### src/rtl/bus_pkg.sv
// 64-bit data bus shared by core and memory sides; bursts carry no length or last field
`default_nettype none

package bus_pkg;

  localparam int unsigned WORD_W = 64;
  localparam int unsigned STRB_W = WORD_W / 8;

  typedef logic [WORD_W-1:0] bus_word_t;

  typedef enum logic [1:0] {
    OKAY   = 2'b00,
    EXOKAY = 2'b01,
    SLVERR = 2'b10,
    DECERR = 2'b11
  } bus_resp_e;

  // one write beat, strobe bit per byte
  typedef struct packed {
    bus_word_t         data;
    logic [STRB_W-1:0] strb;
  } wbeat_t;

endpackage

`default_nettype wire

### src/rtl/dcache_pkg.sv
// geometry fixed at 2 ways x 64 sets x 16-byte lines, 32-bit physical address only
`default_nettype none

package dcache_pkg;

  localparam int unsigned TAG_W      = 22;
  localparam int unsigned INDEX_W    = 6;
  localparam int unsigned OFFSET_W   = 4;
  localparam int unsigned NUM_SETS   = 1 << INDEX_W;
  localparam int unsigned NUM_WAYS   = 2;    // hit encoding and victim counter rely on this
  localparam int unsigned LINE_BYTES = 1 << OFFSET_W;
  localparam int unsigned LINE_W     = LINE_BYTES * 8;

  typedef logic [TAG_W-1:0]      tag_t;
  typedef logic [INDEX_W-1:0]    index_t;
  typedef logic                  way_t;
  typedef logic [LINE_W-1:0]     line_t;
  typedef logic [LINE_BYTES-1:0] line_be_t;

  // offset bit 3 picks the 64-bit word inside the line
  typedef struct packed {
    tag_t                tag;
    index_t              index;
    logic [OFFSET_W-1:0] offset;
  } dcache_addr_t;

  // one write into the tag array, 31 bits
  typedef struct packed {
    way_t   way;
    index_t index;
    tag_t   tag;
    logic   valid;
    logic   dirty;
  } tag_upd_t;

  typedef enum logic [2:0] {
    S_IDLE,
    S_HIT,
    S_AW,   // write-back address
    S_W,    // write-back beats
    S_B,
    S_AR,   // refill address
    S_R     // refill beats
  } dcache_state_e;

endpackage

`default_nettype wire

### src/rtl/dcache_ctrl.sv
// one request at a time, read wins over write; memory responses ignored, core always gets OKAY
`timescale 1ns/1ps
`default_nettype none

module dcache_ctrl
  import dcache_pkg::*;
  import bus_pkg::*;
(
  input  wire               clk,
  input  wire               rst,
  // core side
  input  wire               core_ar_valid_i,
  output logic              core_ar_ready_o,
  input  wire dcache_addr_t core_ar_addr_i,
  output logic              core_r_valid_o,
  input  wire               core_r_ready_i,
  output bus_word_t         core_r_data_o,
  input  wire               core_aw_valid_i,
  output logic              core_aw_ready_o,
  input  wire dcache_addr_t core_aw_addr_i,
  input  wire               core_w_valid_i,
  output logic              core_w_ready_o,
  input  wire wbeat_t       core_w_i,
  output logic              core_b_valid_o,
  input  wire               core_b_ready_i,
  output bus_resp_e         core_b_resp_o,
  // memory side
  output logic              mem_ar_valid_o,
  input  wire               mem_ar_ready_i,
  output dcache_addr_t      mem_ar_addr_o,
  input  wire               mem_r_valid_i,
  output logic              mem_r_ready_o,
  input  wire bus_word_t    mem_r_data_i,
  input  wire bus_resp_e    mem_r_resp_i,
  output logic              mem_aw_valid_o,
  input  wire               mem_aw_ready_i,
  output dcache_addr_t      mem_aw_addr_o,
  output logic              mem_w_valid_o,
  input  wire               mem_w_ready_i,
  output wbeat_t            mem_w_o,
  input  wire               mem_b_valid_i,
  output logic              mem_b_ready_o,
  input  wire bus_resp_e    mem_b_resp_i,
  // tag array
  output dcache_addr_t      lookup_o,
  input  wire               hit_i,
  input  wire way_t         hit_way_i,
  input  wire way_t         victim_way_i,
  input  wire               victim_dirty_i,
  input  wire tag_t         victim_tag_i,
  output logic              upd_en_o,
  output tag_upd_t          upd_o,
  // data ways
  output logic [1:0]        way_we_o,
  output index_t            ram_index_o,
  output line_be_t          ram_be_o,
  output line_t             ram_wdata_o,
  input  wire line_t        way0_rdata_i,
  input  wire line_t        way1_rdata_i
);

  dcache_state_e state_q;
  logic          is_write_q;
  logic          refill_q;    // line_q holds the fresh line, ram output still stale
  logic          beat_q;      // burst beat, low word first
  logic          r_valid_q;
  logic          b_valid_q;
  dcache_addr_t  addr_q;
  way_t          way_q;
  tag_t          victim_tag_q;
  line_t         line_q;
  bus_word_t     r_data_q;

  logic          accept;
  logic          core_r_fire;
  logic          core_w_fire;
  logic          core_b_fire;
  logic          mem_ar_fire;
  logic          mem_r_fire;
  logic          mem_aw_fire;
  logic          mem_w_fire;
  logic          mem_b_fire;
  logic          ram_we;
  line_t         way_line;
  line_t         src_line;

  assign core_ar_ready_o = (state_q == S_IDLE);
  assign core_aw_ready_o = (state_q == S_IDLE) && !core_ar_valid_i;  // read wins
  assign core_r_valid_o  = r_valid_q;
  assign core_r_data_o   = r_data_q;
  assign core_w_ready_o  = (state_q == S_HIT) && is_write_q && !b_valid_q;
  assign core_b_valid_o  = b_valid_q;
  assign core_b_resp_o   = OKAY;

  assign mem_ar_valid_o = (state_q == S_AR);
  assign mem_ar_addr_o  = '{tag: addr_q.tag, index: addr_q.index, offset: '0};
  assign mem_r_ready_o  = (state_q == S_R);
  assign mem_aw_valid_o = (state_q == S_AW);
  assign mem_aw_addr_o  = '{tag: victim_tag_q, index: addr_q.index, offset: '0};
  assign mem_w_valid_o  = (state_q == S_W);
  assign mem_w_o        = '{data: beat_q ? line_q[127:64] : line_q[63:0], strb: '1};
  assign mem_b_ready_o  = (state_q == S_B);

  assign accept      = (state_q == S_IDLE) && (core_ar_valid_i || core_aw_valid_i);
  assign core_r_fire = core_r_valid_o && core_r_ready_i;
  assign core_w_fire = core_w_valid_i && core_w_ready_o;
  assign core_b_fire = core_b_valid_o && core_b_ready_i;
  assign mem_ar_fire = mem_ar_valid_o && mem_ar_ready_i;
  assign mem_r_fire  = mem_r_valid_i && mem_r_ready_o;
  assign mem_aw_fire = mem_aw_valid_o && mem_aw_ready_i;
  assign mem_w_fire  = mem_w_valid_o && mem_w_ready_i;
  assign mem_b_fire  = mem_b_valid_i && mem_b_ready_o;

  // incoming address while idle, so the ram reads in the accept cycle
  assign lookup_o    = (state_q != S_IDLE) ? addr_q :
                       core_ar_valid_i ? core_ar_addr_i : core_aw_addr_i;
  assign ram_index_o = lookup_o.index;

  assign way_line = way_q ? way1_rdata_i : way0_rdata_i;
  assign src_line = refill_q ? line_q : way_line;

  // array writes
  always_comb begin
    upd_en_o    = 1'b0;
    upd_o       = '{way: way_q, index: addr_q.index, tag: addr_q.tag, valid: 1'b1, dirty: 1'b0};
    ram_we      = 1'b0;
    ram_be_o    = '1;
    ram_wdata_o = {mem_r_data_i, line_q[63:0]};  // whole refilled line
    case (state_q)
      S_B: begin
        if (mem_b_fire) begin
          upd_en_o    = 1'b1;
          upd_o.tag   = victim_tag_q;
          upd_o.valid = 1'b0;  // clean, refill follows
        end
      end
      S_R: begin
        if (mem_r_fire && beat_q) begin
          upd_en_o = 1'b1;
          ram_we   = 1'b1;
        end
      end
      S_HIT: begin
        if (core_w_fire) begin
          upd_en_o    = 1'b1;
          upd_o.dirty = 1'b1;
          ram_we      = 1'b1;
          ram_be_o    = addr_q.offset[3] ? {core_w_i.strb, 8'h00} : {8'h00, core_w_i.strb};
          ram_wdata_o = {core_w_i.data, core_w_i.data};
        end
      end
      default: ;
    endcase
  end

  assign way_we_o = {ram_we && way_q, ram_we && !way_q};

  always_ff @(posedge clk) begin
    if (rst) begin
      state_q    <= S_IDLE;
      is_write_q <= 1'b0;
      refill_q   <= 1'b0;
      beat_q     <= 1'b0;
      r_valid_q  <= 1'b0;
      b_valid_q  <= 1'b0;
    end else begin
      case (state_q)
        S_IDLE: begin
          if (accept) begin
            is_write_q <= !core_ar_valid_i;
            refill_q   <= 1'b0;
            beat_q     <= 1'b0;
            if (hit_i) begin
              state_q <= S_HIT;
            end else if (victim_dirty_i) begin
              state_q <= S_AW;
            end else begin
              state_q <= S_AR;
            end
          end
        end
        S_HIT: begin
          if (is_write_q) begin
            if (core_w_fire) b_valid_q <= 1'b1;
            if (core_b_fire) begin
              b_valid_q <= 1'b0;
              state_q   <= S_IDLE;
            end
          end else if (core_r_fire) begin
            r_valid_q <= 1'b0;
            state_q   <= S_IDLE;
          end else begin
            r_valid_q <= 1'b1;  // word lands in r_data_q this cycle
          end
        end
        S_AW: if (mem_aw_fire) state_q <= S_W;
        S_W: begin
          if (mem_w_fire) begin
            beat_q <= ~beat_q;
            if (beat_q) state_q <= S_B;
          end
        end
        S_B: if (mem_b_fire) state_q <= S_AR;
        S_AR: if (mem_ar_fire) state_q <= S_R;
        S_R: begin
          if (mem_r_fire) begin
            beat_q <= ~beat_q;
            if (beat_q) begin
              refill_q <= 1'b1;
              state_q  <= S_HIT;
            end
          end
        end
        default: state_q <= S_IDLE;
      endcase
    end
  end

  // request payload
  always_ff @(posedge clk) begin
    if (accept) begin
      addr_q       <= lookup_o;
      way_q        <= hit_i ? hit_way_i : victim_way_i;
      victim_tag_q <= victim_tag_i;
    end
    if (mem_aw_fire) begin
      line_q <= way_line;  // victim stays on the ram output during S_AW
    end else if (mem_r_fire) begin
      if (beat_q) begin
        line_q[127:64] <= mem_r_data_i;
      end else begin
        line_q[63:0] <= mem_r_data_i;
      end
    end
    if (state_q == S_HIT && !is_write_q && !r_valid_q) begin
      r_data_q <= addr_q.offset[3] ? src_line[127:64] : src_line[63:0];
    end
  end

endmodule

`default_nettype wire

### config.mk
export PLATFORM = sky130hd
export DESIGN_NAME = dcache_ctrl
export DESIGN_NICKNAME = d
export VERILOG_FILES = /design/src/rtl/bus_pkg.sv /design/src/rtl/dcache_pkg.sv /design/src/rtl/dcache_ctrl.sv
export SDC_FILE = /design/constraint.sdc
export NUM_CORES = 1
export LEC_CHECK = 0
export ABC_AREA = 1
export BUFFER_PORTS_ARGS = -buffer_cell sky130_fd_sc_hd__buf_4
export CORE_AREA = 4 4 362 364
export DETAILED_ROUTE_END_ITERATION = 7
export DIE_AREA = 0 0 366 368
export GPL_TIMING_DRIVEN = 0
export SLEW_MARGIN = 5
export SYNTH_ARGS = -nofsm -noshare
export SYNTH_HDL_FRONTEND = slang
export SYNTH_SLANG_ARGS = --single-unit
### constraint.sdc
create_clock -name clk -period 11.02 [get_ports clk]
set_input_delay 2.204 -clock clk [delete_from_list [all_inputs] [get_ports clk]]
set_output_delay 2.204 -clock clk [all_outputs]
set_load 0.05 [all_outputs]
== After elaboration in Yosys (flattened, before gate mapping) ==
Cells that the tools add are included.

* Register bits: 255
* Bits of input ports: 498
* Output and inout port bits: 428
* Word-level logic and storage cells: 119

* Equality and inequality tests: 17
* Muxes and demuxes: 48
* Bitwise logic cells: 2
* Reduce and logical (&&, ||, !) cells: 38

{| class="wikitable"
|+ Operator list
! operator !! number
|-
| $mux 128 || 6
|-
| $mux 64 || 4
|-
| $mux 32 || 2
|-
| $mux 16 || 3
|-
| $mux 23 || 2
|-
| $mux 3 || 13
|-
| $pmux 3 s7 || 1
|-
| $ne 2x1->1 const B || 9
|-
| $logic_and 1x1->1 || 17
|-
| $mux 1 || 13
|-
| $reduce_and 10->1 || 1
|-
| $eq 3x3->1 const B || 3
|-
| $reduce_and 2->1 || 4
|-
| $reduce_and 4->1 || 2
|-
| $reduce_bool 2->1 || 4
|-
| $eq 3x2->1 const B || 2
|-
| $ne 3x3->1 const B || 2
|-
| $pmux 1 s3 || 2
|-
| $reduce_bool 3->1 || 2
|-
| $logic_not 1->1 || 5
|-
| $pmux 1 s2 || 2
|-
| $eq 3x1->1 const B || 1
|-
| $logic_not 3->1 || 1
|-
| $reduce_and 3->1 || 1
|-
| other kinds (2) || 3
|}

== Depth between registers and ports, before layout ==
Gate-level depths: netlist of the first run.

* Word-level depth: 7
* Depth in mapped cells: 10
* Gate-level depth less buffers: 9

== Worst setup path after synthesis of the first run ==
OpenSTA, ideal clock, no wires.

* Path type: input to register
* Start: input core_ar_valid_i
* End: register line_q[100] (enable)
* Setup time: 0.575 ns
* Arrival: 9.787 ns
* Required time: 10.445 ns
* Slack: 0.659 ns
* Stages: 5
* Buffers on the path: 1
* Cells stage by stage: clkbuf_1 > nor2_1 > nor2_1 > o22ai_1 > o21ai_0

{| class="wikitable"
|+ RTL lines
! what !! RTL line !! RTL
|-
| start: declaration || dcache_ctrl.sv:12 || <nowiki>input wire core_ar_valid_i,</nowiki>
|-
| end signal: assignment || dcache_ctrl.sv:227 || <nowiki>line_q <= way_line;</nowiki>
|-
| end signal: assignment || dcache_ctrl.sv:230 || <nowiki>line_q[127:64] <= mem_r_data_i;</nowiki>
|-
| end: declaration || dcache_ctrl.sv:71 || <nowiki>line_t line_q;</nowiki>
|}

== Final worst setup path of the first run ==
* Start: input core_w_valid_i
* End: output ram_wdata_o[117]

* Word-level cells in the longest chain between the ends: 3

{| class="wikitable"
|+ Ends and longest elaborated chain
! what !! RTL line !! RTL
|-
| start: declaration || dcache_ctrl.sv:21 || <nowiki>input wire core_w_valid_i,</nowiki>
|-
| $logic_and 1x1->1 || dcache_ctrl.sv:106 || <nowiki>assign core_w_fire = core_w_valid_i && core_w_ready_o;</nowiki>
|-
| $mux 128 || dcache_ctrl.sv:144 || <nowiki>if (core_w_fire) begin</nowiki>
|-
| $mux 128 || dcache_ctrl.sv:129 || <nowiki>case (state_q)</nowiki>
|-
| end: declaration || dcache_ctrl.sv:57 || <nowiki>output line_t ram_wdata_o,</nowiki>
|}

No other way between the ends.

==> results of run 1 <==
[per-layer routing]
metal / vias up / track usage
met2: 1385 / 0.361
met3: 250 / 0.0668
met1: 10200 / 0.240
met5: - / 0
li1: 9405 / -
met4: 22 / 0.0785
[cells by family after synthesis]
kind of cell           synth area share
flip-flops                        0.458
other                          0.000454
AND/OR/NAND/NOR                   0.275
multiplexers                     0.0150
AO/OA/AOI/OAI                     0.153
buffers and inverters            0.0992
[placed cells by master (no fill, tap or decap), types with 3 or more instances in the layout]
cell type   synthesis  layout
nor2_4              3       5
clkbuf_1           91      92
nor2_1             74      72
dfxtp_1             8       8
a31oi_1            33      33
diode_2             0      19
a22oi_1            15      15
o21ai_0           262     261
clkbuf_2            0       8
conb_1              2      18
o22ai_1            12      12
a21oi_1           153     153
buf_8               0       4
clkbuf_16           0      40
clkinv_2            0       7
buf_6              10      11
clkinv_1            0       3
edfxtp_1          247     247
clkinvlp_4          0       5
nand2_2             3       3
nand2_1           927     927
buf_1              11      10
buf_12              0       6
nand3_1           138     138
inv_1              91      91
buf_2              50      51
mux2_2             20      20
o21ai_1             9       9
buf_4              73     975
[worst paths after layout]
| path | slack, ps | endpoint | startpoint |
|---|---|---|---|
| max reg2reg | 7470 | line_q[104] | beat_q |
| max | 3780 | ram_wdata_o[117] | core_w_valid_i |
| min reg2reg | 500 | is_write_q | is_write_q |
| min | 500 | is_write_q | is_write_q |
[registers in the layout, summed over array words and instances, names as in the netlist]
register,flops
victim_tag_q,22
mem_ar_addr_o,28
line_q,128
beat_q,1
state_q,3
core_r_valid_o,1
core_r_data_o,64
is_write_q,1
addr_q,4
refill_q,1
core_b_valid_o,1
way_q,1
[Yosys cell counts (all sizes together)]
cell | count | area share
nor2 | 79 | 0.020
nand4 | 2 | 0.00076
nor3 | 2 | 0.00091
conb | 2 | 0.00045
mux2 | 22 | 0.015
o21ai | 271 | 0.082
a21oi | 154 | 0.047
edfxtp | 247 | 0.45
nand3 | 138 | 0.042
o31ai | 1 | 0.00045
buf | 144 | 0.057
nand2 | 931 | 0.21
o22ai | 12 | 0.0045
a31oi | 33 | 0.012
inv | 93 | 0.021
a22oi | 15 | 0.0068
clkbuf | 91 | 0.021
dfxtp | 8 | 0.0097
[tightest hold or removal path, delay by kind of cell (launching register included)]
family,cells,cell delay [ps]
compound gates,1,50
flops,1,340
simple gates,1,70
[through the flow]
| step | TNS (ps) | total power [mW] | instances |
|---|---|---|---|
| after global placement | -538950 | 6.70 | 4825 |
| after global routing | 0 | 8.19 | 4910 |
| after detailed placement | 0 | 6.71 | 4838 |
| final | 0 | 7.87 | 4924 |
| after CTS | 0 | 7.96 | 4905 |
| after floorplan | 0 | 4.51 | 2261 |
[power breakdown]
part	leakage, nW	switching, mW	internal, mW
registers	2.34	0.162	1.46
clock network	0.560	0.524	0.687
logic	9.41	3.75	1.29
total	12.3	4.43	3.44
[layout make-up]
type | instances | area share
repair buffers | 915 | 0.260
clock inverters | 18 | 0.00487
multi-input cells | 1678 | 0.276
diodes | 19 | 0.00176
clock buffers | 49 | 0.0383
inverters | 93 | 0.0129
plain buffers | 235 | 0.0484
flip-flops and latches | 255 | 0.281
well taps | 1662 | 0.0771
==> key figures, run 1 <==
Run status
  • Status: complete, no violations

Cells and area
  • Final core utilization: 0.212
  • Register area: 7580 um^2
  • Filler cells: roughly 14k
  • Share of layout cells above drive strength 1: 0.354
  • Layout area overhead: 62.9%
  • Fin nets: 3,714
  • Post-route cell area: 27,000 um^2
  • Multi-input logic area: 7440 um^2

Timing
  • RSZ-0062 raised after global routing: false
  • Final Max Tran Viols: 0
  • Final Hold Vio Count: 0
  • Worst slew pin tran: 1360 ps
  • Final setup viols: 0
  • Setup WS post-layout: approximately 3800 ps
  • Slew headroom: 0.0915
  • Final hold slack: 503 ps
  • Crit path time final: roughly 7200 ps
  • Fmax: 138 MHz
  • Clock skew: 14.2 ps
  • Period Utilization, post-route: 0.657

Synth
  • Sequential cell area fraction in the yosys report: 0.458
  • Cells after synthesis: 2,245
  • Mapped Area: 16,600 um^2
  • YS warnings: 0
  • Library cells used by synthesis: 30
  • #FFs+latches synth: between 200 and 300
  • Syn avg cell area: 7.38 um^2

Detailed routing
  • Met3 wire length: 14,400 um
  • Post-route DRC: 0
  • Met2 wire len: between 70,000 and 80,000 um
  • Vias: between 20k and 25k
  • Wire per inst: 30.2 um
  • Initial drt markers: 1,967
  • Via density per instance: 4.32
  • Post-Route M1 WL: between 50,000 and 60,000 um
  • DR pass1 iterations: 7
  • DR top layer: met5
  • Wirelength, routed: approximately 150,000 um
  • Final ANT Viol Nets: 0

Critical path
  • Slowest cell on crit path: clkbuf_1
  • Critical path class: in -> out
  • Crit path buffers/inverters: 4
  • Crit-path cells: buf_4 > nand2_2 > buf_2 > clkbuf_1 > o21ai_0 > nand2_1 > buf_4
  • Setup crit start kind: input port
  • Crit. End Element: output port
  • Crit-path max FO: 10
  • Max stage delay on crit path: 1010 ps
  • Most used cell, CP: buf_4
  • Worst EP arrival: approximately 5000 ps
  • Top delay family on crit path: buffers and inverters
  • Critical path required time: roughly 8800 ps
  • FF-to-FF path depth: 6
  • Stages on worst setup path: 7

Placement
  • HPWL after DPL: 123,000 um
  • Port Buffers: approximately 900
  • Placed inst area: 25,800 um^2
  • DP Worst Slack: 3740 ps
  • GP Congestion: 0.972

Pwr
  • VDD IR max: 0.246 mV
  • Pleak: 12.3 nW
  • PwrDens: 292 nW/um^2

GRT
  • Initial antenna violation count: 50
  • Vias in the first global route: 20.8k
  • GRT overflow: 0
  • Largest net degree at the start of global routing: 29
  • Total track usage: 0.209
  • First-pass GRT wire length: 190,000 um

Clock tree
  • Clk buf depth: 3
  • CTS resizes: 0
  • Clk sink count: 255
  • # hold bufs at CTS: 0
  • Cts bufs inserted: 38
  • H-tree level count: 2
  • Reg clk slew, reported paths: 60 ps
  • Total setup buffers inserted after CTS: 0
  • Root Driver: clkbuf_16
  • TritonCTS clock tree: done
  • Clock Latency Late Sink: 570 ps

Die
  • Row Count: 131
  • Initial Utilization: 0.130
  • I/O pin total: 926
  • Die width: approximately 370 um
  • Die Footprint: roughly 130,000 um^2
  • Die H: 368 um
  • Core Area: 127,000 um^2

Worst hold path
  • Hold Crit Depth: 2
  • HP Class: reg -> reg

Job
  • MaxCap Viol Count: 0
Note: power is estimated with default switching activity, not from simulation.
==> run 2, diff against run 1 <==
==> constraint.sdc (replaced) <==
create_clock -name clk -period 6.8 [get_ports clk]
set_input_delay 1.36 -clock clk [delete_from_list [all_inputs] [get_ports clk]]
set_output_delay 1.36 -clock clk [all_outputs]
set_load 0.05 [all_outputs]
==> run 2 against run 1 <==
Register-to-register slack worse by 4400 ps. Combinational power is 62% higher. Clock skew is 30 ps higher. Routed wire length is 0.25% lower. Total power is 61% higher. Critical path depth stayed put. Clock power is 57% higher. Non-clock buffer count stayed put. Hold slack worse by 12 ps. Via count hardly changed. Critical endpoint unchanged. Highest routed layer unchanged.
==> key figures, run 2 (synthesis results as in run 1) <==
Critical path
  • Critical path class: in -> out (unchanged)
  • Max stage delay on crit path: 1050 ps (was 1010 ps)
  • Slowest cell on crit path: clkbuf_1 (unchanged)
  • Crit-path cells: buf_4 > nand2_2 > buf_2 > clkbuf_1 > o21ai_0 > nand2_1 > buf_4 (unchanged)
  • Critical path required time: 5440 ps (was 8820 ps)
  • Worst R2R Setup Slack: 3040 ps (was 7470 ps)
  • Crit. End Element: output port (unchanged)
  • Worst EP arrival: 4300 ps (was 5030 ps)
  • Most used cell, CP: buf_4 (unchanged)
  • Setup crit start kind: input port (unchanged)
  • Crit-path max FO: 10 (unchanged)
  • FF-to-FF path depth: 6 (unchanged)

Cells and area
  • Layout area overhead: 62.6% (was 62.9%)
  • Commonest non-fill, non-tap cell in the layout: buf_4 (unchanged)
  • Share of layout cells above drive strength 1: 0.353 (was 0.354)
  • Post-route cell area: 26,900 um^2 (was 27,000 um^2)
  • Multi-input logic area: 7440 um^2 (unchanged)
  • Fin nets: 3,713 (was 3,714)
  • Commonest non-fill, non-tap cells in the layout: buf_4, nand2_1, o21ai_0, edfxtp_1, a21oi_1 (unchanged)
  • Biggest register: line_q (unchanged)
  • Largest register FFs: 128 (unchanged)
  • Filler cells: 14.3k (was 14.4k)
  • Register area: 7580 um^2 (unchanged)
  • Fin cells: 4,926 (was 4,924)

Placement
  • Placed inst area: 25,800 um^2 (about the same)
  • HPWL after DPL: 123,000 um (about the same)
  • Placed cell count: 4,838 (unchanged)
  • GP Congestion: 0.957 (was 0.972)
  • Port Buffers: 902 (unchanged)
  • DP Worst Slack: 1250 ps (was 3740 ps)

Worst hold path
  • HP Class: reg -> reg (unchanged)
  • Hold Crit Depth: 2 (unchanged)

Detailed routing
  • Via density per instance: 4.31 (was 4.32)
  • Wirelength, routed: 148,000 um (was 149,000 um)
  • Final ANT Viol Nets: 0 (unchanged)
  • Post-route DRC: 0 (unchanged)
  • Initial drt markers: 2,049 (was 1,967)
  • Vias: 21.2k (was 21.3k)
  • DR pass1 iterations: 6 (was 7)
  • Wire per inst: 30.1 um (was 30.2 um)

Job
  • MaxCap Viol Count: 0 (unchanged)

Timing
  • Fmax: 177 MHz
  • Final setup viols: 0 (unchanged)
  • Worst slew pin tran: 1450 ps (was 1360 ps)
  • Clock skew: 43.7 ps (was 14.2 ps)
  • Setup TNS: 0 ps (unchanged)
  • Period Utilization, post-route: 0.833
  • Setup WS post-layout: 1140 ps (was 3780 ps)
  • Final Max Tran Viols: 0 (unchanged)
  • Final Hold Vio Count: 0 (unchanged)
  • Slew headroom: 0.0361 (was 0.0915)
  • Crit path time final: 5660 ps
  • RSZ-0062 raised after global routing: false (unchanged)

Clock tree
  • Clock Latency Late Sink: 590 ps (was 570 ps)
  • Clk buf depth: 3 (unchanged)
  • CTS resizes: 0 (unchanged)
  • Cts bufs inserted: 37 (was 38)
  • H-tree level count: 2 (unchanged)
  • TritonCTS clock tree: done (unchanged)
  • Reg clk slew, reported paths: 50 ps (was 60 ps)
  • # hold bufs at CTS: 0 (unchanged)
  • Clk sink count: 255 (unchanged)
  • Root Driver: clkbuf_16 (unchanged)
  • Total setup buffers inserted after CTS: 0 (unchanged)

GRT
  • Initial antenna violation count: 55 (was 50)
  • First-pass GRT wire length: 190,000 um (about the same)
  • GRT overflow: 0 (unchanged)
  • Total track usage: 0.209 (about the same)
  • Vias in the first global route: 20.8k (about the same)
  • Largest net degree at the start of global routing: 27 (was 29)

Pwr
  • Power, Total: 12.7 mW (was 7.87 mW)
  • Pleak: 12.3 nW (about the same)
  • PwrDens: 470 nW/um^2 (was 292 nW/um^2)
  • VDD IR max: 0.372 mV (was 0.246 mV)

Die
  • Initial Utilization: 0.130 (unchanged)
  • Core Area: 127,000 um^2 (unchanged)
  • I/O pin total: 926 (unchanged)
  • Die H: 368 um (unchanged)
  • Die Footprint: 135,000 um^2 (unchanged)
  • Row Count: 131 (unchanged)
  • Die width: 366 um (unchanged)

Run status
  • Status: complete, no violations (unchanged)
==> run 2: cell types whose count changed in the layout (fill, tap and decap cells not counted), sizes merged <==
cell / previous run / this run
inv: 95 / 96
clkinvlp: 5 / 1
clkbuf: 140 / 138
clkinv: 10 / 12
diode: 19 / 24
==> run 2: per-layer routing <==
metal,vias to the layer above,global-route usage,share of wire
li1,9417,-,-
met1,10200,0.244,0.38
met2,1402,0.355,0.47
met3,249,0.0665,0.10
met4,24,0.0812,0.043
met5,-,0,0.0010
==> run 2: area by class of cell <==
type | count | share of cell area
sequential | 255 | 0.281
antenna | 24 | 0.00223
multi-input combinational | 1678 | 0.276
tap | 1662 | 0.0772
buffer | 235 | 0.0486
timing repair buffer | 915 | 0.260
clock inverter | 17 | 0.00427
clock buffer | 47 | 0.0366
inverter | 93 | 0.0130
==> run 2: stage by stage <==
step	hold WS (ps)	utilization
floorplan	461	-
global placement	483	0.200
detailed placement	485	0.202
CTS	491	0.211
global route	529	0.211
finish	491	0.211
==> run 2: path summary, 6_finish.rpt <==
path | from | to
worst max-delay path | core_w_valid_i | ram_wdata_o[117]
worst min register to register | is_write_q | is_write_q
worst max register to register | beat_q | line_q[110]
worst min-delay path | is_write_q | is_write_q
==> run 2: power breakdown <==
group | total, mW | switching [mW] | internal [mW]
Combinational | 8.13 | 6.05 | 2.09
Sequential | 2.62 | 0.253 | 2.37
Clock | 1.90 | 0.844 | 1.06
Total | 12.7 | 7.15 | 5.52
==> run 2: worst max-delay path: cells and delay by family <==
kind | cells | cell delay [ps]
buffers and inverters | 4 | 1920
AO/OA/AOI/OAI | 1 | 670
AND/OR/NAND/NOR | 2 | 310
